`config.mk`:
```
export PLATFORM = sky130hd
export DESIGN_NAME = VgaScanout
export DESIGN_NICKNAME = d
export VERILOG_FILES = /design/src/DisplayPkg.sv /design/src/VgaScanout.sv
export VERILOG_INCLUDE_DIRS = /design/src /design/src/include
export SDC_FILE = /design/constraint.sdc
export NUM_CORES = 1
export LEC_CHECK = 0
export ABC_AREA = 1
export BUFFER_PORTS_ARGS = -buffer_cell sky130_fd_sc_hd__buf_2
export CORE_ASPECT_RATIO = 1.5
export CORE_MARGIN = 1.5
export CORE_UTILIZATION = 39
export DETAILED_ROUTE_END_ITERATION = 6
export GPL_TIMING_DRIVEN = 0
export PLACE_DENSITY = 0.55
export SLEW_MARGIN = 20
export SYNTH_ARGS = -nofsm -noshare
export SYNTH_HDL_FRONTEND = slang
export SYNTH_SLANG_ARGS = --single-unit
```
`constraint.sdc`:
```
create_clock -name Clock -period 3.85 [get_ports Clock]
set_input_delay 0.9625 -clock Clock [delete_from_list [all_inputs] [get_ports Clock]]
set_output_delay 0.9625 -clock Clock [all_outputs]
set_load 0.1 [all_outputs]
```
`src/include/display_consts.svh`:
```
// Display constants: VGA 640x480 timing limits, dot scale and bitmap geometry
`ifndef DISPLAY_CONSTS_SVH
`define DISPLAY_CONSTS_SVH

// Horizontal timing in pixel clocks, each value is the first clock past its interval
`define H_ACTIVE 10'd640
`define H_FRONT_END 10'd656
`define H_SYNC_END 10'd752
`define H_TOTAL 10'd800

// Vertical timing in lines
`define V_ACTIVE 10'd480
`define V_FRONT_END 10'd490
`define V_SYNC_END 10'd492
`define V_TOTAL 10'd525

// Screen pixels per bitmap dot, both directions
`define DOT_SCALE 10'd5

// Bitmap size in dots
`define BITMAP_COLUMNS 10'd128
`define BITMAP_ROWS 10'd96

// 16 pages of 128 column bytes
`define FRAME_BYTES 12'd2048

`endif
```
`src/DisplayPkg.sv`:
```
// Display package: frame memory address, data and requester types
package DisplayPkg;

	// Byte address, page number in [10:7] and column in [6:0]
	typedef logic [10:0] ramAddr_t;

	// One column of one page, bit n is dot row n of the page
	typedef logic [7:0] ramData_t;

	// Peer that owns the frame memory in a given cycle
	typedef enum logic {
		scanout = 1'b0,
		host    = 1'b1
	} requester_t;

endpackage

```
`src/VgaScanout.sv`:
```
// VGA scanout: 640x480 timing, 5x5 dot scaling, byte prefetch and registered outputs
`timescale 1ns/1ps
`default_nettype none
`include "display_consts.svh"

module VgaScanout (
	input  wire                  Clock,
	input  wire                  Reset,
	output logic                 FetchRequest_o,
	output DisplayPkg::ramAddr_t FetchAddress_o,
	input  wire                  FetchGrant_i,
	input  DisplayPkg::ramData_t FetchData_i,
	output logic                 Red_o,
	output logic                 Green_o,
	output logic                 Blue_o,
	output logic                 HSync_o,
	output logic                 VSync_o
);

	typedef enum logic [1:0] {
		active     = 2'd0,
		frontPorch = 2'd1,
		syncPulse  = 2'd2,
		backPorch  = 2'd3
	} phase_t;

	logic [9:0] HCounter;
	logic [9:0] VCounter;
	phase_t     HState;
	phase_t     VState;
	logic       LineEnd;

	// Dot counters, HColumn runs 0..159 over the full line
	logic [2:0] HDivider;
	logic [7:0] HColumn;
	logic [2:0] VDivider;
	logic [6:0] Row;

	logic                 LastColumn;
	logic                 NextLineActive;
	logic [6:0]           NextRow;
	logic [6:0]           FetchColumn;
	logic [6:0]           FetchRow;
	logic                 FetchPending;
	DisplayPkg::ramData_t NextByte;
	DisplayPkg::ramData_t ColumnByte;
	logic                 Pixel;

	assign LineEnd = HCounter == `H_TOTAL - 1;

	always_ff @(posedge Clock, negedge Reset) begin
		if (!Reset) begin
			HCounter <= '0;
			VCounter <= '0;
		end else if (LineEnd) begin
			HCounter <= '0;
			VCounter <= (VCounter == `V_TOTAL - 1) ? 10'd0 : VCounter + 10'd1;
		end else begin
			HCounter <= HCounter + 10'd1;
		end
	end

	// State follows the counter, so HState is the phase of HCounter
	always_ff @(posedge Clock, negedge Reset) begin
		if (!Reset) begin
			HState <= active;
		end else begin
			case (HState)
				active:     if (HCounter == `H_ACTIVE - 1) HState <= frontPorch;
				frontPorch: if (HCounter == `H_FRONT_END - 1) HState <= syncPulse;
				syncPulse:  if (HCounter == `H_SYNC_END - 1) HState <= backPorch;
				backPorch:  if (LineEnd) HState <= active;
				default:    HState <= active;
			endcase
		end
	end

	always_ff @(posedge Clock, negedge Reset) begin
		if (!Reset) begin
			VState <= active;
		end else if (LineEnd) begin
			case (VState)
				active:     if (VCounter == `V_ACTIVE - 1) VState <= frontPorch;
				frontPorch: if (VCounter == `V_FRONT_END - 1) VState <= syncPulse;
				syncPulse:  if (VCounter == `V_SYNC_END - 1) VState <= backPorch;
				backPorch:  if (VCounter == `V_TOTAL - 1) VState <= active;
				default:    VState <= active;
			endcase
		end
	end

	always_ff @(posedge Clock, negedge Reset) begin
		if (!Reset) begin
			HDivider <= '0;
			HColumn  <= '0;
			VDivider <= '0;
			Row      <= '0;
		end else begin
			if (LineEnd) begin
				HDivider <= '0;
				HColumn  <= '0;
				VDivider <= (VDivider == `DOT_SCALE - 1 || VCounter == `V_TOTAL - 1) ?
					3'd0 : VDivider + 3'd1;
				Row      <= NextRow;
			end else if (HDivider == `DOT_SCALE - 1) begin
				HDivider <= '0;
				HColumn  <= HColumn + 8'd1;
			end else begin
				HDivider <= HDivider + 3'd1;
			end
		end
	end

	// Dot row of the line after this one
	assign NextRow = (VCounter == `V_TOTAL - 1) ? 7'd0 :
		(VDivider == `DOT_SCALE - 1) ? Row + 7'd1 : Row;

	// Column 159 sits in blanking, its fetch is column 0 of the next line
	assign LastColumn     = HColumn == `H_TOTAL / `DOT_SCALE - 1;
	assign NextLineActive = VCounter == `V_TOTAL - 1 || VCounter < `V_ACTIVE - 1;
	assign FetchColumn    = LastColumn ? 7'd0 : HColumn[6:0] + 7'd1;
	assign FetchRow       = LastColumn ? NextRow : Row;

	// Third clock of each dot
	assign FetchRequest_o = HDivider == 3'd2 &&
		((VState == active && HColumn < `BITMAP_COLUMNS - 1) ||
		(LastColumn && NextLineActive));
	assign FetchAddress_o = {FetchRow[6:3], FetchColumn};

	always_ff @(posedge Clock, negedge Reset) begin
		if (!Reset) begin
			FetchPending <= 1'b0;
		end else begin
			FetchPending <= FetchGrant_i;
		end
	end

	always_ff @(posedge Clock) begin
		if (FetchPending) begin
			NextByte <= FetchData_i;
		end
		// Swap in the prefetched byte at the column boundary
		if (HDivider == `DOT_SCALE - 1) begin
			ColumnByte <= NextByte;
		end
	end

	assign Pixel = HState == active && VState == active && ColumnByte[Row[2:0]];

	// Outputs lag the position by one clock
	always_ff @(posedge Clock, negedge Reset) begin
		if (!Reset) begin
			Red_o   <= 1'b0;
			Green_o <= 1'b0;
			Blue_o  <= 1'b0;
			HSync_o <= 1'b1;
			VSync_o <= 1'b1;
		end else begin
			Red_o   <= Pixel;
			Green_o <= Pixel;
			Blue_o  <= Pixel;
			HSync_o <= HState != syncPulse;
			VSync_o <= VState != syncPulse;
		end
	end

endmodule

`default_nettype wire

```
==> qor.yml <==
coreArea_sq_um: 8780
synth_edf_count: 16
power_density_nw_per_um2: 378
final_cell_mix: "nand2_1 (94), inv_1 (74), dfrtp_1 (47)"
synth_warnings: 0
slew_viol_final: 0
overflow: 0
antenna_found_initial: 0
hold_buffers: 0
stdcell_count: 574
final_layout_size_suffix_gt1_share_pct: 12.9
avgSynthCellArea_sq_um: 8.33
setup_ws_ps: 336
start_util_pct: 40.0
final_common_cell: "nand2_1"
min_period_over_period_pct: 91.3
place_inst: 558
drc: 0
cts_sinks: 65
dp_slack_ps: 678
post-dp-hpwl_um: 5140
ioPinCount: 28
cts_buffer_depth: 2
grt_max_degree: 50
synth_area_sq_um: 3510
run_status: "finished clean"
grt_pass1_wl_um: 12400
setup_viol: 0
gp_congestion: 0.883
synthXorXnorAreaFrac_pct: 2.50
synth_compound_area_share_pct: 8.03
cp-start-kind: "flop"
stdcell_area_sq_um: 4080
peakVddDrop_mv: 0.248
seq_area_frac_synth_pct: 48.7
slew_headroom_pct: 56.2
syn_nets: 451
synth_fa_ha_area_share_pct: 6.78
place_area_sq_um: 3780
cts_resized: 0
numCtsBuffers: 9
synth_top_family_by_area: "simple AND/OR/NAND/NOR gates"
via_per_inst: 4.82
num_vias: 2764
htreeDepth: 3
total_power_mw: 1.54
root_buffer: "clkbuf_16"
fmax_mhz: 285
grt_pass1_vias: 2757
avgRoutedWirePerCell_um: 12.6
ys_async_sr_fraction_pct: 75.4
crit_arrival_ps: 2550
post-cts-setup-buffers: 0
muxShareOfSynthArea_pct: 0
synthSimpleGateAreaFrac_pct: 24.4
required_ps: 2890
min_period_ps: 3510
tritoncts: "yes"
antenna_cells: 0
max_cap_viol_count: 0
die_w_um: 80.4
ant_nets: 0
drt_first_pass_iters: 4
synth_seq_cells: 65
die_h_um: 119
finalHoldViolations: 0
dieArea_sq_um: 9580
synth_cell_types: 36
first_iter_violations: 116
cp_max_fo: 7
setup.worst_path.class: "flop to output pin"
rsz0062_at_grt: "false"
placementRows: 42
clk_latency_ps: 330
wirelength_um: 7260
synth-main-ff-cell: "dfrtp_1"
synthCells: 421
clk_pin_slew_worst_paths_ps: 60
worstMarginPinSlew_ps: 657
area_delta_synth_final_pct: 16.3
nets: 489
leakage_nw: 2.01
endpoint_kind: "output pin"
grt_usage_pct: 17.0
skew_ps: 7.39
hold_path_class: "flop to flop"
io_buffers: 27
[layer usage]
| metal | global-route usage (%) | vias to the layer above | wire [um] | part of all wire (%) |
|---|---|---|---|---|
| met5 | 0 | - | 0 | 0 |
| met4 | 7.65 | 0 | 168 | 2.3 |
| met3 | 4.60 | 11 | 264 | 3.6 |
| met2 | 29.5 | 46 | 3710 | 51 |
| met1 | 18.9 | 1285 | 3110 | 43 |
| li1 | - | 1422 | - | - |
[flip-flops by register name, indices dropped and copies added, names as in the netlist, 2 cells and up]
name	cells
Row	7
HCounter	10
HState	2
VCounter	10
NextByte	8
VState	2
HColumn	8
VDivider	3
HDivider	3
ColumnByte	8
[critical path: stages, from the launching register on]
cell and delay, ps:
dfrtp_1 420, ha_1 200, nand2_1 70, inv_1 70, nand3_1 150, nor3_4 320
inv_1 210, o21ai_0 290, buf_2 480
[cell type report]
type	count	area [sq um]
inverters	76	287
well taps	110	138
flip-flops and latches	65	1710
fillers	870	4700
clock buffers	9	225
plain buffers	7	50.0
clock inverters	7	71.3
repair buffers	27	138
multi-input cells	273	1460
[power breakdown]
part	internal (mW)	switching [mW]
combinational	0.00375	0.0111
clock	0.499	0.312
sequential	0.713	0.00221
total	1.22	0.325
[worst paths after layout]
check                            startpoint                end  slack, ps  depth (start not counted)
worst min register to register  NextByte[5]      ColumnByte[5]        410                          0
min in group asynchronous             Reset        VCounter[4]        660                          1
max in group asynchronous             Reset        HCounter[4]       2740                          1
worst min-delay path            NextByte[5]      ColumnByte[5]        410                          0
worst max register to register  HCounter[0]        VCounter[3]       2120                          7
worst max-delay path             HColumn[0]  FetchAddress_o[8]        340                          8
[kinds of logic (layout without fill, tap and decap cells)]
group	after synthesis	after routing
AOI/OAI and AO/OA	51	51
xor gates and xnor gates	10	10
adders and majority gates	19	19
buffers and inverters	83	126
DFF	65	65
and+or+nand+nor	193	193
[metrics by stage]
step / util [%] / hold slack [ps] / TNS (ps)
global placement: 43.1 / 403 / 0
CTS: 46.5 / 415 / 0
floorplan: - / 400 / -1210
global route: 46.5 / 418 / 0
finish: 46.5 / 413 / 0
detailed placement: 43.1 / 405 / 0
[cells in the mapped netlist (3+ instances only)]
library cell | n | area [sq um]
inv_1 | 74 | 278
nand3_1 | 24 | 120
o22ai_1 | 6 | 37.5
o21ai_0 | 28 | 140
ha_1 | 19 | 238
xor2_1 | 9 | 78.8
nor3_1 | 11 | 55.1
nand4_1 | 10 | 62.6
a21oi_1 | 8 | 40.0
dfrtp_1 | 47 | 1180
edfxtp_1 | 16 | 480
a22oi_1 | 3 | 22.5
nand2_1 | 94 | 353
nor2_1 | 42 | 158
Power figures use the tool's default switching activity.
