--- src/include/display_consts.svh ---
// Display constants: VGA 640x480 timing limits, dot scale and bitmap geometry
`ifndef DISPLAY_CONSTS_SVH
`define DISPLAY_CONSTS_SVH

// Horizontal timing in pixel clocks, each value is the first clock past its interval
`define H_ACTIVE 10'd640
`define H_FRONT_END 10'd656
`define H_SYNC_END 10'd752
`define H_TOTAL 10'd800

// Vertical timing in lines
`define V_ACTIVE 10'd480
`define V_FRONT_END 10'd490
`define V_SYNC_END 10'd492
`define V_TOTAL 10'd525

// Screen pixels per bitmap dot, both directions
`define DOT_SCALE 10'd5

// Bitmap size in dots
`define BITMAP_COLUMNS 10'd128
`define BITMAP_ROWS 10'd96

// 16 pages of 128 column bytes
`define FRAME_BYTES 12'd2048

`endif
--- src/DisplayPkg.sv ---
// Display package: frame memory address, data and requester types
package DisplayPkg;

	// Byte address, page number in [10:7] and column in [6:0]
	typedef logic [10:0] ramAddr_t;

	// One column of one page, bit n is dot row n of the page
	typedef logic [7:0] ramData_t;

	// Peer that owns the frame memory in a given cycle
	typedef enum logic {
		scanout = 1'b0,
		host    = 1'b1
	} requester_t;

endpackage

--- src/AxiLiteFramebufferPort.sv ---
// AXI4-Lite slave giving the host byte access to the frame memory
`timescale 1ns/1ps
`default_nettype none

module AxiLiteFramebufferPort (
	input  wire                  Clock,
	input  wire                  Reset,
	input  wire  [12:0]          AWADDR_i,
	input  wire                  AWVALID_i,
	output logic                 AWREADY_o,
	input  wire  [31:0]          WDATA_i,
	input  wire  [3:0]           WSTRB_i,
	input  wire                  WVALID_i,
	output logic                 WREADY_o,
	output logic [1:0]           BRESP_o,
	output logic                 BVALID_o,
	input  wire                  BREADY_i,
	input  wire  [12:0]          ARADDR_i,
	input  wire                  ARVALID_i,
	output logic                 ARREADY_o,
	output logic [31:0]          RDATA_o,
	output logic [1:0]           RRESP_o,
	output logic                 RVALID_o,
	input  wire                  RREADY_i,
	output logic                 MemRequest_o,
	output DisplayPkg::ramAddr_t MemAddress_o,
	output logic                 MemWrite_o,
	output DisplayPkg::ramData_t MemWriteData_o,
	input  wire                  MemGrant_i,
	input  DisplayPkg::ramData_t MemReadData_i
);

	typedef enum logic [2:0] {
		idle          = 3'd0,
		writeWait     = 3'd1,
		readWait      = 3'd2,
		readCapture   = 3'd3,
		writeResponse = 3'd4,
		readResponse  = 3'd5
	} portState_t;

	portState_t           State;
	logic                 WriteAccept;
	logic                 ReadAccept;
	DisplayPkg::ramAddr_t Address;
	DisplayPkg::ramData_t WriteByte;
	logic                 WriteStrobe;
	DisplayPkg::ramData_t ReadByte;

	// Write wins when both arrive, AW and W only as a pair
	assign WriteAccept = State == idle && AWVALID_i && WVALID_i;
	assign ReadAccept  = State == idle && ARVALID_i && !(AWVALID_i && WVALID_i);

	assign AWREADY_o = WriteAccept;
	assign WREADY_o  = WriteAccept;
	assign ARREADY_o = ReadAccept;

	always_ff @(posedge Clock, negedge Reset) begin
		if (!Reset) begin
			State <= idle;
		end else begin
			case (State)
				idle: begin
					if (WriteAccept) begin
						State <= writeWait;
					end else if (ReadAccept) begin
						State <= readWait;
					end
				end
				writeWait:     if (MemGrant_i) State <= writeResponse;
				readWait:      if (MemGrant_i) State <= readCapture;
				readCapture:   State <= readResponse;
				writeResponse: if (BREADY_i) State <= idle;
				readResponse:  if (RREADY_i) State <= idle;
				default:       State <= idle;
			endcase
		end
	end

	// Byte address is the AXI word address
	always_ff @(posedge Clock) begin
		if (WriteAccept) begin
			Address     <= AWADDR_i[12:2];
			WriteByte   <= WDATA_i[7:0];
			WriteStrobe <= WSTRB_i[0];
		end else if (ReadAccept) begin
			Address <= ARADDR_i[12:2];
		end
		if (State == readCapture) begin
			ReadByte <= MemReadData_i;
		end
	end

	// A write with a clear strobe still takes a slot but stores nothing
	assign MemRequest_o   = State == writeWait || State == readWait;
	assign MemAddress_o   = Address;
	assign MemWrite_o     = State == writeWait && WriteStrobe;
	assign MemWriteData_o = WriteByte;

	assign BVALID_o = State == writeResponse;
	assign RVALID_o = State == readResponse;
	assign BRESP_o  = 2'b00;
	assign RRESP_o  = 2'b00;
	assign RDATA_o  = {24'd0, ReadByte};

endmodule

`default_nettype wire

--- config.mk ---
export PLATFORM = sky130hd
export DESIGN_NAME = AxiLiteFramebufferPort
export DESIGN_NICKNAME = d
export VERILOG_FILES = /design/src/include/display_consts.svh /design/src/DisplayPkg.sv /design/src/AxiLiteFramebufferPort.sv
export SDC_FILE = /design/constraint.sdc
export NUM_CORES = 1
export LEC_CHECK = 0
export ABC_AREA = 1
export BUFFER_PORTS_ARGS = -buffer_cell sky130_fd_sc_hd__buf_4
export CAP_MARGIN = 5
export CORE_ASPECT_RATIO = 0.8
export CORE_MARGIN = 2
export CORE_UTILIZATION = 37
export CTS_CLUSTER_DIAMETER = 60
export DETAILED_ROUTE_END_ITERATION = 16
export PLACE_DENSITY = 0.81
export SLEW_MARGIN = 20
export SYNTH_ARGS = -nofsm -noshare
export SYNTH_HDL_FRONTEND = slang
export SYNTH_SLANG_ARGS = --single-unit
--- constraint.sdc ---
create_clock -name Clock -period 2.4 [get_ports Clock]
set_input_delay 0.12 -clock Clock [delete_from_list [all_inputs] [get_ports Clock]]
set_output_delay 0.12 -clock Clock [all_outputs]
set_load 0.05 [all_outputs]
==> results.ini, run 1 <==
[yosys]
synthesis.area_um2 = 1500
synth_seq_area_share_pct = 61.1
synthCells = 139
yosysUniqueCellTypes = 18
synth-seq-cells = 31
yosysWarnings = 0
yosys.area.top_type = edfxtp_1
yosys-top-cells-area = edfxtp_1 56%, buf_4 15%, nand2_1 11%
syn_area_per_cell_um2 = 10.8
synth.top_cell.area_share_pct = 56.0

[route]
post_drt_wl_per_cell_um = 11.3
postRouteAntennaNets = 0
vias = 1167
drt_first_pass_iters = 4
wl_um = 3170
drc = 0
via_per_inst = 4.15
drt_iter0_markers = 42

[critical_path]
critPathKind = flip-flop to primary output
crit_arrival_ns = 1.96
timing.reg2reg.setup_slack_ns = 0.65
cp-start-kind = flip-flop
worst-path-max-fanout = 22
worstSetupEndpointType = primary output
crit_required_ns = 2.28

[global_route]
antenna_found_initial = 0
grt_remaining_overflow = 0
grt_pass1_wl_um = 4280
track_usage_pct = 13.3
grt_pass1_vias = 912
grt_max_degree = 23

[run]
cap_viol_max_count = 0

[die]
die_x_um = 75.2
start_util_pct = 38.9
dieArea_um2 = 4580
io_pins = 140
rows = 20
core-area_um2 = 3850
die_height_um = 61.0

[timing]
min_period_ns = 2.08
fin_setup_tns_ns = 0
period_share_pct = 86.7
rsz0062_at_grt = no
hold_viol = 0
clock_skew_ns = 0.00120
setup_viol = 0
hold-worst-slack_ns = 0.0192
timing.fmax_ghz = 0.481
slew_viol_final = 0

[layout]
n_antenna_cell = 0
syn2layout_area_growth_pct = 44.5
drive_gt1_share_pct = 44.2
nets = 303
post-route-util_pct = 56.2

[power_and_ir_drop]
power_mw = 2.33
power_density_nw_per_um2 = 1080
p_leak_nw = 1.09
peakVddDrop_mv = 0.381

[placement]
gp_congestion = 0.757
dpl.hpwl_um = 2470
port_buffers = 80

[clocking]
cts_tree = done
clock-sinks = 31
cts_resized = 0
cts_buffer_depth = 2
cts.clk_slew.worst_paths_ns = 0.06
cts_buffers = 5
clk_latency_ns = 0.27
cts_root_buf = clkbuf_8
htree_levels = 2

[status]
status = completed

[worst_hold_path]
hold_path.class = input port to flip-flop

kinds of logic (layout without fill, tap and decap cells):
family | after synthesis | count (layout) | share of synthesized area [%]
compound gates | 1 | 1 | 0.333
buf+inv | 42 | 102 | 18.5
flops | 31 | 31 | 61.1
other cells | 1 | 28 | 0.250
simple gates | 64 | 64 | 19.9
per-layer routing:
layer	global-route usage [%]	wire [um]	up-vias	share of wire, %
met4	6.77	59	0	1.9
met2	21.2	1440	82	45
met5	0	0	-	0
met3	4.98	458	7	14
li1	-	-	567	-
met1	16.0	1210	511	38
critical path, stage by stage, from the launching register on:
cell     delay [ns]
dfrtp_1        0.48
nor2_4         0.18
nand3_2        0.30
inv_2          0.44
buf_4          0.28
flip-flops by register name (all words and copies together), names as in the netlist:
signal / count
WriteStrobe: 1
State: 3
MemWriteData_o: 8
MemAddress_o: 11
ReadByte: 8
cell usage after synthesis:
| cell type | n |
|---|---|
| nor2_1 | 3 |
| conb_1 | 1 |
| nand2_1 | 44 |
| dfrtp_1 | 3 |
| nor3_1 | 2 |
| nand2_2 | 1 |
| buf_6 | 1 |
| nor2_4 | 1 |
| inv_2 | 4 |
| nand3_1 | 3 |
| nand4_1 | 5 |
| buf_4 | 30 |
| nor2_2 | 1 |
| o21ai_1 | 1 |
| edfxtp_1 | 28 |
| nand2_4 | 1 |
| inv_1 | 7 |
| nand3_2 | 3 |
where the power goes:
part	leakage [nW]	switching [mW]	internal (mW)
registers	0.296	0.0683	0.731
clock network	0.0556	0.181	0.303
logic	0.734	0.762	0.289
total	1.09	1.01	1.32
metrics by stage:
step / setup WS [ns] / area, um2 / std cells
6_report: 0.320 / 2170 / 281
5_1_grt: 0.196 / 2170 / 281
4_1_cts: 0.290 / 2170 / 281
3_5_place_dp: 0.592 / 2050 / 272
3_3_place_gp: 0.589 / 2050 / 272
2_1_floorplan: 0.699 / 1600 / 166
placed cells by master, fill, tap and decap left out, types with 3 or more instances in the layout:
cell      netlist  layout
dfrtp_1         3       3
nand3_1         3       3
nor2_1          3       3
buf_4          30      82
nand4_1         5       5
conb_1          1      28
nand2_1        44      44
nand3_2         3       3
clkbuf_8        0       5
inv_2           4       4
inv_1           7       7
edfxtp_1       28      28
cell type report:
type,instances,area [um2]
fill,339,1690
sequential,31,916
timing repair buffer,83,626
multi-input combinational,93,408
clock buffer,5,68.8
tap,55,68.8
inverter,11,41.3
clock inverter,3,38.8
worst paths after layout:
check	cells after the start	startpoint	to
min reg2reg	2	State[0]	State[0]
max in group asynchronous	2	Reset	State[2]
max	4	State[1]	WREADY_o
min	1	WDATA_i[0]	MemWriteData_o[0]
max reg2reg	3	State[1]	MemWriteData_o[2]
min in group asynchronous	2	Reset	State[1]
what timing repair did:
| action | CTS | global route |
|---|---|---|
| setup endpoints to repair | 0 | 0 |
| hold buffers | 1 | 0 |
| setup buffers | 0 | 0 |
| hold endpoints to repair | 3 | 0 |
Power figures use the tool's default switching activity.
==> run 2, diff against run 1 <==
--- a/config.mk
+++ b/config.mk
@@ -8,12 +8,13 @@
 export ABC_AREA = 1
 export BUFFER_PORTS_ARGS = -buffer_cell sky130_fd_sc_hd__buf_4
 export CAP_MARGIN = 5
+export CELL_PAD_IN_SITES_DETAIL_PLACEMENT = 0
+export CELL_PAD_IN_SITES_GLOBAL_PLACEMENT = 2
 export CORE_ASPECT_RATIO = 0.8
-export CORE_MARGIN = 2
-export CORE_UTILIZATION = 37
+export CORE_UTILIZATION = 19
 export CTS_CLUSTER_DIAMETER = 60
 export DETAILED_ROUTE_END_ITERATION = 16
-export PLACE_DENSITY = 0.81
+export PLACE_DENSITY_LB_ADDON = 0.1
 export SLEW_MARGIN = 20
 export SYNTH_ARGS = -nofsm -noshare
 export SYNTH_HDL_FRONTEND = slang
==> results.ini, run 2 (synthesis gave the netlist of run 1 again) <==
[layout]
syn2layout_area_growth_pct = 53.8  ; was 44.5%
nets = 314  ; was 303
nFillCells = 784  ; was 339
post-route-util_pct = 30.6  ; was 56.2%
final_common_cell = buf_4  ; unchanged
largest_register_ffs = 11  ; unchanged
final_cells = 341  ; was 281
drive_gt1_share_pct = 42.4  ; was 44.2%
n_antenna_cell = 0  ; unchanged
final_cell_mix = 83 x buf_4, 44 x nand2_1, 28 x edfxtp_1, 28 x conb_1, 11 x dlygate4sd3_1  ; was 82 x buf_4, 44 x nand2_1, 28 x edfxtp_1, 28 x conb_1, 7 x inv_1
stdcell_area_um2 = 2310  ; was 2170 um2

[global_route]
antenna_found_initial = 0  ; unchanged
grt_remaining_overflow = 0  ; unchanged
grt_max_degree = 23  ; unchanged
track_usage_pct = 8.58  ; was 13.3%
grt_pass1_vias = 963  ; was 912
grt_pass1_wl_um = 5150  ; was 4280 um

[route]
post_drt_wl_per_cell_um = 10.6  ; was 11.3 um
via_per_inst = 3.49  ; was 4.15
drt_iter0_markers = 22  ; was 42
drc = 0  ; unchanged
wl_um = 3620  ; was 3170 um
vias = 1189  ; was 1,167
drt_first_pass_iters = 4  ; unchanged
postRouteAntennaNets = 0  ; unchanged

[timing]
fin_ws_ns = 0.576  ; was 0.320 ns
min_period_ns = 1.82  ; was 2.08 ns
fin_setup_tns_ns = 0  ; unchanged
period_share_pct = 76.0  ; was 86.7%
timing.fmax_ghz = 0.548  ; was 0.481 GHz
hold_viol = 0  ; unchanged
setup_viol = 0  ; unchanged
clock_skew_ns = 0.00747  ; was 0.00120 ns
rsz0062_at_grt = no  ; unchanged
hold-worst-slack_ns = 0.0220  ; was 0.0192 ns
slew_viol_final = 0  ; unchanged

[clocking]
cts_buffers = 5  ; unchanged
clk_latency_ns = 0.28  ; was 0.27 ns
cts.clk_slew.worst_paths_ns = 0.07  ; was 0.06 ns
cts_resized = 0  ; unchanged
clock-sinks = 31  ; unchanged
cts_setup_buffers = 0  ; unchanged
htree_levels = 2  ; unchanged
cts_buffer_depth = 2  ; unchanged
cts_tree = done  ; unchanged
cts_root_buf = clkbuf_8  ; unchanged
cts_hold_buf = 1  ; unchanged

[placement]
dpl.hpwl_um = 2650  ; was 2470 um
dp_cells = 323  ; was 272
port_buffers = 80  ; unchanged
pre_cts_ws_ns = 0.807  ; was 0.592 ns
place_area_um2 = 2120  ; was 2050 um2
gp_congestion = 0.717  ; was 0.757

[power_and_ir_drop]
p_leak_nw = 1.12  ; was 1.09 nW
peakVddDrop_mv = 0.201  ; was 0.381 mV
power_density_nw_per_um2 = 980  ; was 1080 nW/um2
power_mw = 2.26  ; was 2.33 mW

[worst_hold_path]
whs_path_depth = 1  ; unchanged
hold_path.class = input port to flip-flop  ; unchanged

[critical_path]
crit_required_ns = 2.28  ; about the same
worst-path-max-fanout = 22  ; unchanged
critPathKind = flip-flop to primary output  ; unchanged
crit_arrival_ns = 1.70  ; was 1.96 ns
worstSetupEndpointType = primary output  ; unchanged
r2r_cells = 5  ; was 3
cp-start-kind = flip-flop  ; unchanged

[die]
dieArea_um2 = 8260  ; was 4580 um2
die_x_um = 101  ; was 75.2 um
start_util_pct = 19.9  ; was 38.9%
core-area_um2 = 7530  ; was 3850 um2
io_pins = 140  ; unchanged
rows = 28  ; was 20
die_height_um = 81.5  ; was 61.0 um

[run]
cap_viol_max_count = 0  ; unchanged

[status]
status = completed  ; unchanged

-- run 2: cell types whose count changed in the layout (fill, tap and decap cells not counted), sizes merged --
cell         delta
dlygate4sd3    +10
buf             +1
bufinv          -1
-- run 2: power by group --
group          switching, mW  leakage, nW  internal [mW]  total (mW)
logic                  0.778        0.780          0.304        1.08
clock network          0.190       0.0414          0.193       0.383
registers             0.0654        0.296          0.730       0.796
total                   1.03         1.12           1.23        2.26
-- run 2: routing by layer --
layer | GRT usage, % | vias to the layer above | wire [um]
met5 | 0 | - | 0
met4 | 3.48 | 0 | 30
met3 | 3.57 | 2 | 271
met2 | 12.1 | 71 | 1560
met1 | 11.5 | 526 | 1750
li1 | - | 590 | -
-- run 2: final cells by class --
type / instances / area [um2] / area share (%)
Clock buffer: 5 / 68.8 / 2.98
Clock inverter: 2 / 8.76 / 0.380
Inverter: 11 / 41.3 / 1.79
Multi-Input combinational cell: 93 / 408 / 17.7
Sequential cell: 31 / 916 / 39.7
Tap cell: 105 / 131 / 5.69
Timing Repair Buffer: 94 / 733 / 31.8
-- run 2: final timing paths --
check	from	end	slack, ns
hold reg to reg	State[0]	State[0]	0.63
setup reg to reg	State[1]	MemAddress_o[6]	0.81
min in group asynchronous	Reset	State[2]	0.16
hold / removal	WDATA_i[4]	MemWriteData_o[4]	0.02
setup / recovery	State[1]	WREADY_o	0.58
max in group asynchronous	Reset	State[0]	2.15
-- run 2: critical path: stages, from the launching register on --
cell	delay, ns
dfrtp_1	0.49
nor2_4	0.17
nand3_2	0.10
inv_2	0.36
buf_4	0.29
