===== src/include/display_consts.svh =====
// Display constants: VGA 640x480 timing limits, dot scale and bitmap geometry
`ifndef DISPLAY_CONSTS_SVH
`define DISPLAY_CONSTS_SVH

// Horizontal timing in pixel clocks, each value is the first clock past its interval
`define H_ACTIVE 10'd640
`define H_FRONT_END 10'd656
`define H_SYNC_END 10'd752
`define H_TOTAL 10'd800

// Vertical timing in lines
`define V_ACTIVE 10'd480
`define V_FRONT_END 10'd490
`define V_SYNC_END 10'd492
`define V_TOTAL 10'd525

// Screen pixels per bitmap dot, both directions
`define DOT_SCALE 10'd5

// Bitmap size in dots
`define BITMAP_COLUMNS 10'd128
`define BITMAP_ROWS 10'd96

// 16 pages of 128 column bytes
`define FRAME_BYTES 12'd2048

`endif

===== src/DisplayPkg.sv =====
// Display package: frame memory address, data and requester types
package DisplayPkg;

	// Byte address, page number in [10:7] and column in [6:0]
	typedef logic [10:0] ramAddr_t;

	// One column of one page, bit n is dot row n of the page
	typedef logic [7:0] ramData_t;

	// Peer that owns the frame memory in a given cycle
	typedef enum logic {
		scanout = 1'b0,
		host    = 1'b1
	} requester_t;

endpackage


===== src/MemoryArbiter.sv =====
// Memory arbiter: fixed priority, scanout over host, for the single-port frame memory
`timescale 1ns/1ps
`default_nettype none

module MemoryArbiter (
	input  wire                  Clock,
	input  wire                  Reset,
	input  wire                  ScanRequest_i,
	input  DisplayPkg::ramAddr_t ScanAddress_i,
	input  wire                  HostRequest_i,
	input  DisplayPkg::ramAddr_t HostAddress_i,
	input  wire                  HostWrite_i,
	input  DisplayPkg::ramData_t HostWriteData_i,
	output logic                 ScanGrant_o,
	output logic                 HostGrant_o,
	output DisplayPkg::ramAddr_t RamAddress_o,
	output logic                 RamWriteEnable_o,
	output DisplayPkg::ramData_t RamWriteData_o
);

	// Owner of the read data that FrameRam returns this cycle
	DisplayPkg::requester_t LastGrant;

	// Scanout pulse always wins, host waits at most one cycle
	assign ScanGrant_o = ScanRequest_i;
	assign HostGrant_o = HostRequest_i && !ScanRequest_i;

	always_comb begin
		if (ScanRequest_i) begin
			RamAddress_o = ScanAddress_i;
		end else if (HostRequest_i) begin
			RamAddress_o = HostAddress_i;
		end else if (LastGrant == DisplayPkg::scanout) begin
			// Idle, keep the last winner's address on the RAM
			RamAddress_o = ScanAddress_i;
		end else begin
			RamAddress_o = HostAddress_i;
		end
	end

	// Only the host ever writes
	assign RamWriteEnable_o = HostGrant_o && HostWrite_i;
	assign RamWriteData_o   = HostWriteData_i;

	always_ff @(posedge Clock, negedge Reset) begin
		if (!Reset) begin
			LastGrant <= DisplayPkg::scanout;
		end else if (ScanRequest_i) begin
			LastGrant <= DisplayPkg::scanout;
		end else if (HostRequest_i) begin
			LastGrant <= DisplayPkg::host;
		end
	end

endmodule

`default_nettype wire


===== config.mk =====
export PLATFORM = sky130hd
export DESIGN_NAME = MemoryArbiter
export DESIGN_NICKNAME = d
export VERILOG_FILES = /design/src/include/display_consts.svh /design/src/DisplayPkg.sv /design/src/MemoryArbiter.sv
export SDC_FILE = /design/constraint.sdc
export NUM_CORES = 1
export LEC_CHECK = 0
export ABC_AREA = 1
export BUFFER_PORTS_ARGS = -buffer_cell sky130_fd_sc_hd__buf_2
export CAP_MARGIN = 5
export CELL_PAD_IN_SITES_DETAIL_PLACEMENT = 2
export CELL_PAD_IN_SITES_GLOBAL_PLACEMENT = 2
export CORE_MARGIN = 1
export CORE_UTILIZATION = 10
export CTS_CLUSTER_DIAMETER = 80
export DETAILED_ROUTE_END_ITERATION = 8
export MAX_ROUTING_LAYER = met4
export PLACE_DENSITY = 0.95
export SLEW_MARGIN = 5
export SYNTH_ARGS = -nofsm -noshare
export SYNTH_HDL_FRONTEND = slang
export SYNTH_SLANG_ARGS = --single-unit

===== constraint.sdc =====
create_clock -name Clock -period 0.81 [get_ports Clock]
set_input_delay 0.0405 -clock Clock [delete_from_list [all_inputs] [get_ports Clock]]
set_output_delay 0.0405 -clock Clock [all_outputs]
set_load 0.01 [all_outputs]

==> impl_metrics.toml, run 1 <==
[finish]
seqCellArea_um2 = 25.0
area_delta_synth_final_pct = 127
antenna_cells = 0
largest_reg_flops = 1
top_register = "LastGrant"
fin_util = 0.245
finish.net_count = 126
drive_gt1_frac = 0.775
finalNonFillerCells = 120
fillers = 337
top_regs = "LastGrant (1)"
multiInputGateArea_um2 = 262

[timing]
period_needed_ns = 0.919
fmax_mhz = 1090
tightest_slew_ns = 0.131
final-hold-violation-count = 0
tns_ns = -1.10
slew-limit-headroom = 0.913
fin_ws_ns = -0.109
rsz0062_at_grt = "yes"
finalClockSkew_ns = 0
setup_viol = 12
timing.final.crit_share = 1.13
finalMaxSlewViolations = 0

[floorplanning]
rows = 19
coreArea_mm2 = 0.00283
die_h_um = 57.3
initial_core_util = 0.108
die_w_um = 57.3
pin_count = 57
fp.dieArea_mm2 = 0.00328

[power_and_ir_drop]
switching_share = 0.417
vdd_drop_max_uv = 196
clkPwrFrac = 0
power.density_mw_per_mm2 = 771
seq_power_share = 0.109
p_comb_frac = 0.891
p_int_mw = 0.312
p_leak_nw = 0.396
p_switching_mw = 0.223

[drt]
dr.pass1.iters = 6
post-route-drc-count = 5
first_iter_violations = 12
vias_per_cell = 4.00
wl_per_cell_um = 12.3
route.final.wire_length_mm = 1.48
ant_nets = 0
vias = 480

[worst_setup_path]
reg2reg_depth = 3
r2r_slack_ns = -0.05
cp-start-kind = "register"
endpoint_kind = "output port"
critPathArrivalTime_ns = 0.88
path_class = "register to output port"
cp_max_fo = 4
cp.required_ns = 0.77

[place]
place_ws_ns = -0.175
place.gp.congestion = 0.672
place_inst = 118
dp_hpwl_mm = 1.25
port_buffers = 40

[hold_path]
hold_class = "primary input to output port"
holdPathStages = 0

[global_route]
grt_pass1_wl_mm = 2.38
grt_pass1_vias = 548
antenna_found_initial = 0
globalRouteOverflowTotal = 0
globalRouteTotalUtil = 0.0947
grt_max_degree = 13

[yosys]
synth_cells = 53
synth_cell_types = 9
synth_area_um2 = 305
syn_area_per_cell_um2 = 5.76
ys_ff_latch = 1
ys_seq_area_frac = 0.0820
syn-num-nets = 88
yosys_warnings = 0

[clock_network]
clock_latency_ns = 0
clk_pin_slew_worst_paths_ns = 0

[status]
status = "finished with violations"
violations = "DRC, setup timing"

[job]
max_cap_violations = 0
==> cells by family after synthesis <==
group,Yosys count,share of synthesized area
DFF,1,0.0820
buffers and inverters,15,0.344
and+or+nand+nor,37,0.574
==> cell usage after synthesis <==
library cell / number / area share
inv_1: 2 / 0.025
buf_6: 1 / 0.037
nand2_4: 3 / 0.11
nand2_1: 22 / 0.27
nand3_1: 11 / 0.18
nor2_1: 1 / 0.012
buf_4: 11 / 0.27
inv_2: 1 / 0.012
dfrtp_1: 1 / 0.082
==> final timing paths <==
path	endpoint	start
min in group asynchronous	LastGrant	Reset
worst min register to register	LastGrant	LastGrant
max in group asynchronous	LastGrant	Reset
worst max register to register	LastGrant	LastGrant
worst max-delay path	RamAddress_o[0]	LastGrant
worst min-delay path	RamWriteData_o[5]	HostWriteData_i[5]
==> critical path, stage by stage (launching register included) <==
cell	delay (ns)
dfrtp_1	0.37
nand2_4	0.13
buf_6	0.13
nand3_1	0.08
nand2_2	0.07
buf_6	0.10
==> power by group through the flow <==
| stage | clock, mW | combinational, mW | sequential [mW] |
|---|---|---|---|
| finish | 0 | 0.477 | 0.0586 |
| global route | 0 | 0.517 | 0.0589 |
| CTS | 0 | 0.478 | 0.0587 |
| detailed placement | 0 | 0.360 | 0.0588 |
| global placement | 0 | 0.341 | 0.0587 |
| floorplan | 0 | 0.225 | 0.0586 |
==> per-stage QoR <==
stage	hold slack, ns	cell area [um2]	power [mW]
2_1_floorplan	-0.255	334	0.283
3_3_place_gp	-0.183	546	0.399
3_5_place_dp	-0.180	546	0.418
4_1_cts	0.0811	687	0.537
5_1_grt	0.0810	694	0.576
6_report	0.0810	694	0.535
==> layout make-up <==
class,count,area share
Sequential cell,1,0.0360
Multi-Input combinational cell,37,0.377
Timing Repair Buffer,48,0.515
Inverter,3,0.0162
Tap cell,31,0.0559
==> metal layers <==
layer	vias up	wire (um)	global-route usage	part of all wire
li1	229	-	-	-
met1	218	481	0.0924	0.33
met2	33	885	0.207	0.60
met3	0	109	0.00454	0.074
met4	0	0	0.00697	0
met5	-	0	-	0
==> what timing repair did <==
item	in CTS	in global routing
hold buffers	1	0
hold endpoints to repair	1	0
gates cloned	0	0
buffers inserted	1	0
gates resized for setup	22	1
setup endpoints to repair	12	12
pin swaps	16	2
==> cells in the final DEF (no fill, tap or decap) <==
| cell | n |
|---|---|
| buf_6 | 12 |
| dlygate4sd3_1 | 1 |
| nand2_2 | 11 |
| nand3_4 | 2 |
| inv_2 | 1 |
| nand2_1 | 11 |
| nand3_1 | 4 |
| buf_12 | 2 |
| nand2_8 | 1 |
| buf_4 | 3 |
| buf_2 | 30 |
| nand3_2 | 5 |
| nand2_4 | 2 |
| nor2_1 | 1 |
| dfrtp_1 | 1 |
| inv_1 | 2 |
(Power assumes the default switching activity.)
==> run 2, diff against run 1 <==
--- a/config.mk
+++ b/config.mk
@@ -16,6 +16,7 @@
 export DETAILED_ROUTE_END_ITERATION = 8
 export MAX_ROUTING_LAYER = met4
 export PLACE_DENSITY = 0.95
+export SETUP_SLACK_MARGIN = 0.5
 export SLEW_MARGIN = 5
 export SYNTH_ARGS = -nofsm -noshare
 export SYNTH_HDL_FRONTEND = slang
==> impl_metrics.toml, run 2 (same netlist as run 1, synthesis figures left out) <==
[clock_network]
clock_latency_ns = 0
clk_pin_slew_worst_paths_ns = 0

[global_route]
antenna_found_initial = 0
globalRouteTotalUtil = 0.0864
met3_usage = 0.00227
grt_max_degree = 13
met2_usage = 0.195
grt_pass1_wl_mm = 2.20
met1_usage = 0.0813
grt_pass1_vias = 495
globalRouteOverflowTotal = 0
gr-max-usage-layer = "met2"

[power_and_ir_drop]
p_leak_nw = 0.418
vdd_drop_max_uv = 282
power.density_mw_per_mm2 = 745

[timing]
finalMaxSlewViolations = 0
tightest_slew_ns = 0.137
final-hold-violation-count = 1
period_needed_ns = 0.936
timing.final.crit_share = 1.16
fin_ws_ns = -0.126
rsz0062_at_grt = "yes"
finalClockSkew_ns = 0
whs_ns = -0.185
slew-limit-headroom = 0.908
setup_viol = 12
fmax_mhz = 1070

[finish]
largest_reg_flops = 1
seqCellArea_um2 = 25.0
antenna_cells = 0
area_delta_synth_final_pct = 156
drive_gt1_frac = 0.856
multiInputGateArea_um2 = 283
layout_common_cells = "buf_2 (26), buf_6 (17), nand2_2 (14), nand2_1 (8), nand3_2 (7)"
top_register = "LastGrant"
layout_commonest_cell = "buf_2"
top_regs = "LastGrant (1)"
finish.net_count = 127
fillers = 325

[worst_setup_path]
r2r-start = "LastGrant"
cp-start-kind = "register"
cp.required_ns = 0.77
r2r_slack_ns = -0.07
reg2reg_depth = 3
r2r-end = "LastGrant"
path_class = "register to output port"
worstSetupStartpoint = "LastGrant"
endpoint_kind = "output port"
endpoint = "RamAddress_o[0]"
cp_max_fo = 6
critPathArrivalTime_ns = 0.90

[floorplanning]
die_h_um = 57.3
coreArea_mm2 = 0.00283
die_w_um = 57.3
pin_count = 57
rows = 19
initial_core_util = 0.108
fp.dieArea_mm2 = 0.00328

[place]
dp_hpwl_mm = 1.22
port_buffers = 40
place.gp.congestion = 0.572
place_ws_ns = -0.130

[drt]
vias_per_cell = 3.99
dr.pass1.iters = 6
post-route-drc-count = 4
ant_nets = 0
first_iter_violations = 10
route.final.wire_length_mm = 1.46
wl_per_cell_um = 12.1
vias = 483

[status]
status = "finished with violations"
violations = "DRC, hold timing, setup timing"

[hold_path]
hold_class = "primary input to async pin"

[job]
max_cap_violations = 0
==> run 2: how the worst min path moves through the flow <==
stage	startpoint	slack, ns	end
6_report	Reset	-0.18	LastGrant
5_1_grt	Reset	-0.18	LastGrant
4_1_cts	Reset	-0.18	LastGrant
3_5_place_dp	Reset	-0.18	LastGrant
3_3_place_gp	Reset	-0.18	LastGrant
2_1_floorplan	Reset	-0.26	LastGrant
==> run 2: power by group <==
part	switching, mW	leakage (nW)	internal (mW)
Clock	0	0	0
Sequential	0.00350	0.0122	0.0554
Combinational	0.235	0.405	0.288
Total	0.238	0.418	0.343
==> run 2: per-stage QoR <==
stage               area, um2  setup TNS (ns)  utilization  power (mW)  std cells
floorplan                 375               0            -       0.302         53
global placement          563           -1.08        0.199       0.416        117
detailed placement        563           -1.32        0.199       0.432        117
CTS                       627           -1.34        0.222       0.484        118
global route              781           -1.96        0.276       0.626        121
finish                    781           -1.33        0.276       0.581        121
==> run 2: worst max-delay path, cell delays in order (launching register included) <==
cell and delay (ns):
dfrtp_1 0.37, nand2_4 0.14, buf_12 0.14, nand3_2 0.07
nand2_2 0.07, buf_6 0.10
==> run 2: per-layer routing <==
layer,vias up,share of wire
met3,0,0.058
met1,224,0.33
met2,28,0.62
met4,0,0
met5,-,0
li1,231,-
==> run 2: cell type report <==
cell class,instances,area share
Timing Repair Buffer,49,0.518
Tap cell,31,0.0497
Sequential cell,1,0.0321
Multi-Input combinational cell,37,0.362
Inverter,3,0.0385
==> run 2: what timing repair did <==
item,4_1_cts,5_1_grt
pin swaps,1,13
endpoints found under the setup margin,15,15
setup buffers,1,3
cloned,0,0
gates resized for setup,8,26
endpoints found under the hold margin,1,1
==> run 3, diff against run 2 <==
--- a/config.mk
+++ b/config.mk
@@ -5,7 +5,6 @@
 export SDC_FILE = /design/constraint.sdc
 export NUM_CORES = 1
 export LEC_CHECK = 0
-export ABC_AREA = 1
 export BUFFER_PORTS_ARGS = -buffer_cell sky130_fd_sc_hd__buf_2
 export CAP_MARGIN = 5
 export CELL_PAD_IN_SITES_DETAIL_PLACEMENT = 2
@@ -15,7 +14,7 @@
 export CTS_CLUSTER_DIAMETER = 80
 export DETAILED_ROUTE_END_ITERATION = 8
 export MAX_ROUTING_LAYER = met4
-export PLACE_DENSITY = 0.95
+export PLACE_DENSITY = 0.91
 export SETUP_SLACK_MARGIN = 0.5
 export SLEW_MARGIN = 5
 export SYNTH_ARGS = -nofsm -noshare
==> impl_metrics.toml, run 3 <==
[worst_setup_path]
reg2reg_depth = 4
r2r_slack_ns = -0.08
path_class = "register to output port"
cp-start-kind = "register"
r2r-end = "LastGrant"
endpoint_kind = "output port"
r2r-start = "LastGrant"
cp_max_fo = 9
critPathArrivalTime_ns = 1.12
cp.required_ns = 0.77

[drt]
post-route-drc-count = 0
route.final.wire_length_mm = 1.18
dr.pass1.iters = 2
ant_nets = 0
first_iter_violations = 4
vias_per_cell = 3.42
wl_per_cell_um = 13.1
vias = 308

[global_route]
grt_max_degree = 10
met1_usage = 0.0542
met2_usage = 0.158
met3_usage = 0.0161
globalRouteOverflowTotal = 0
grt_pass1_vias = 359
gr-max-usage-layer = "met2"
globalRouteTotalUtil = 0.0698
antenna_found_initial = 0
grt_pass1_wl_mm = 1.75

[finish]
area_delta_synth_final_pct = 102
finalNonFillerCells = 90
top_regs = "LastGrant (1)"
layout_common_cells = "buf_2 (25), buf_6 (16), mux2_4 (11)"
largest_reg_flops = 1
fillers = 304
drive_gt1_frac = 0.983
finish.net_count = 96
top_register = "LastGrant"
layout_commonest_cell = "buf_2"
fin_util = 0.216
antenna_cells = 0

[timing]
finalMaxSlewViolations = 0
slew-limit-headroom = 0.897
final-hold-violation-count = 1
tightest_slew_ns = 0.155
setup_viol = 12
period_needed_ns = 1.16
tns_ns = -3.83
timing.final.crit_share = 1.43
rsz0062_at_grt = "yes"
whs_ns = -0.183
fin_ws_ns = -0.352
fmax_mhz = 861
finalClockSkew_ns = 0

[power_and_ir_drop]
clkPwrFrac = 0
p_comb_frac = 0.869
p_total_mw = 0.434
p_int_mw = 0.305
p_leak_nw = 0.338
p_switching_mw = 0.129
power.density_mw_per_mm2 = 721
seq_power_share = 0.131
vdd_drop_max_uv = 270
switching_share = 0.297

[floorplanning]
die_h_um = 56.6
coreArea_mm2 = 0.00278
pin_count = 57
die_w_um = 56.6
rows = 19
initial_core_util = 0.107
fp.dieArea_mm2 = 0.00320

[place]
place_ws_ns = -0.360
place_inst = 89
port_buffers = 40
place.gp.congestion = 0.671

[yosys]
ys_ff_latch = 1
synth_area_um2 = 298
synth.area.top_cells = "mux2_4 (45%), buf_4 (23%), dfrtp_1 (8.4%)"
ys.flop_type = "dfrtp_1"
syn_area_per_cell_um2 = 11.5
yosys_warnings = 0
netlist_top_cells_count = "buf_4 (9), mux2_4 (9), mux2_2 (2)"
synth_top_area_cell = "mux2_4"
synth_cell_types = 9
synth_cells = 26
ys_async_sr_fraction = 1.00
ys_seq_area_frac = 0.0840
syn-num-nets = 61
synth_edf_count = 0
synth.top_cell.area_share = 0.454

[hold_path]
hold_class = "primary input to async pin"

[status]
violations = "hold timing, setup timing"
status = "finished with violations"

[job]
max_cap_violations = 0

[clock_network]
clk_pin_slew_worst_paths_ns = 0
clock_latency_ns = 0
==> run 3: cell types whose count changed after synthesis, moves of 2 or more <==
cell,before,now
mux2_4,0,9
nand2_4,3,0
mux2_2,0,2
nand2_1,22,0
nand3_1,11,0
buf_4,11,9
==> run 3: layer usage <==
layer	vias to the layer above	wire (um)
li1	145	-
met1	142	333
met2	19	733
met3	2	105
met4	0	4
met5	-	0
==> run 3: worst max-delay path by stage <==
stage | from | end | slack (ns) | cells after the start
after floorplan | LastGrant | RamAddress_o[1] | -0.23 | 3
after global placement | LastGrant | RamAddress_o[2] | -0.34 | 4
after detailed placement | LastGrant | RamAddress_o[10] | -0.36 | 4
after CTS | LastGrant | RamAddress_o[10] | -0.36 | 4
after global routing | LastGrant | RamAddress_o[4] | -0.38 | 4
final | LastGrant | RamAddress_o[4] | -0.35 | 4
==> run 3: through the flow <==
| stage | area, um2 | hold slack, ns |
|---|---|---|
| after global placement | 489 | -0.178 |
| after floorplan | 305 | -0.255 |
| after CTS | 571 | -0.181 |
| after global routing | 602 | -0.179 |
| final | 602 | -0.183 |
| after detailed placement | 489 | -0.182 |
==> run 3: timing repair <==
item,CTS,global route
endpoints found under the setup margin,15,14
endpoints found under the hold margin,1,1
resized for setup,13,5
buffers inserted,0,1
==> run 3: critical path, stage by stage (launching register included) <==
cell and delay, ns:
dfrtp_1 0.37, o21bai_4 0.16, buf_12 0.16, mux2_4 0.31, buf_6 0.12
==> run 3: power by group through the flow <==
stage	logic (mW)	clock network (mW)	registers [mW]
5_1_grt	0.400	0	0.0570
3_5_place_dp	0.290	0	0.0569
6_report	0.377	0	0.0568
3_3_place_gp	0.283	0	0.0568
4_1_cts	0.355	0	0.0569
2_1_floorplan	0.195	0	0.0568
==> run 3: kinds of logic after synthesis <==
logic type	Yosys count	synth area share
buffers and inverters	11	0.277
AOI/OAI and AO/OA	1	0.0630
and+or+nand+nor	2	0.0462
muxes	11	0.529
DFF	1	0.0840
==> run 3: final cells by class <==
class | instances | area, um2 | area share
Sequential cell | 1 | 25.0 | 0.0416
Inverter | 1 | 3.75 | 0.00624
Multi-Input combinational cell | 14 | 201 | 0.335
Tap cell | 31 | 38.8 | 0.0644
Timing Repair Buffer | 43 | 333 | 0.553
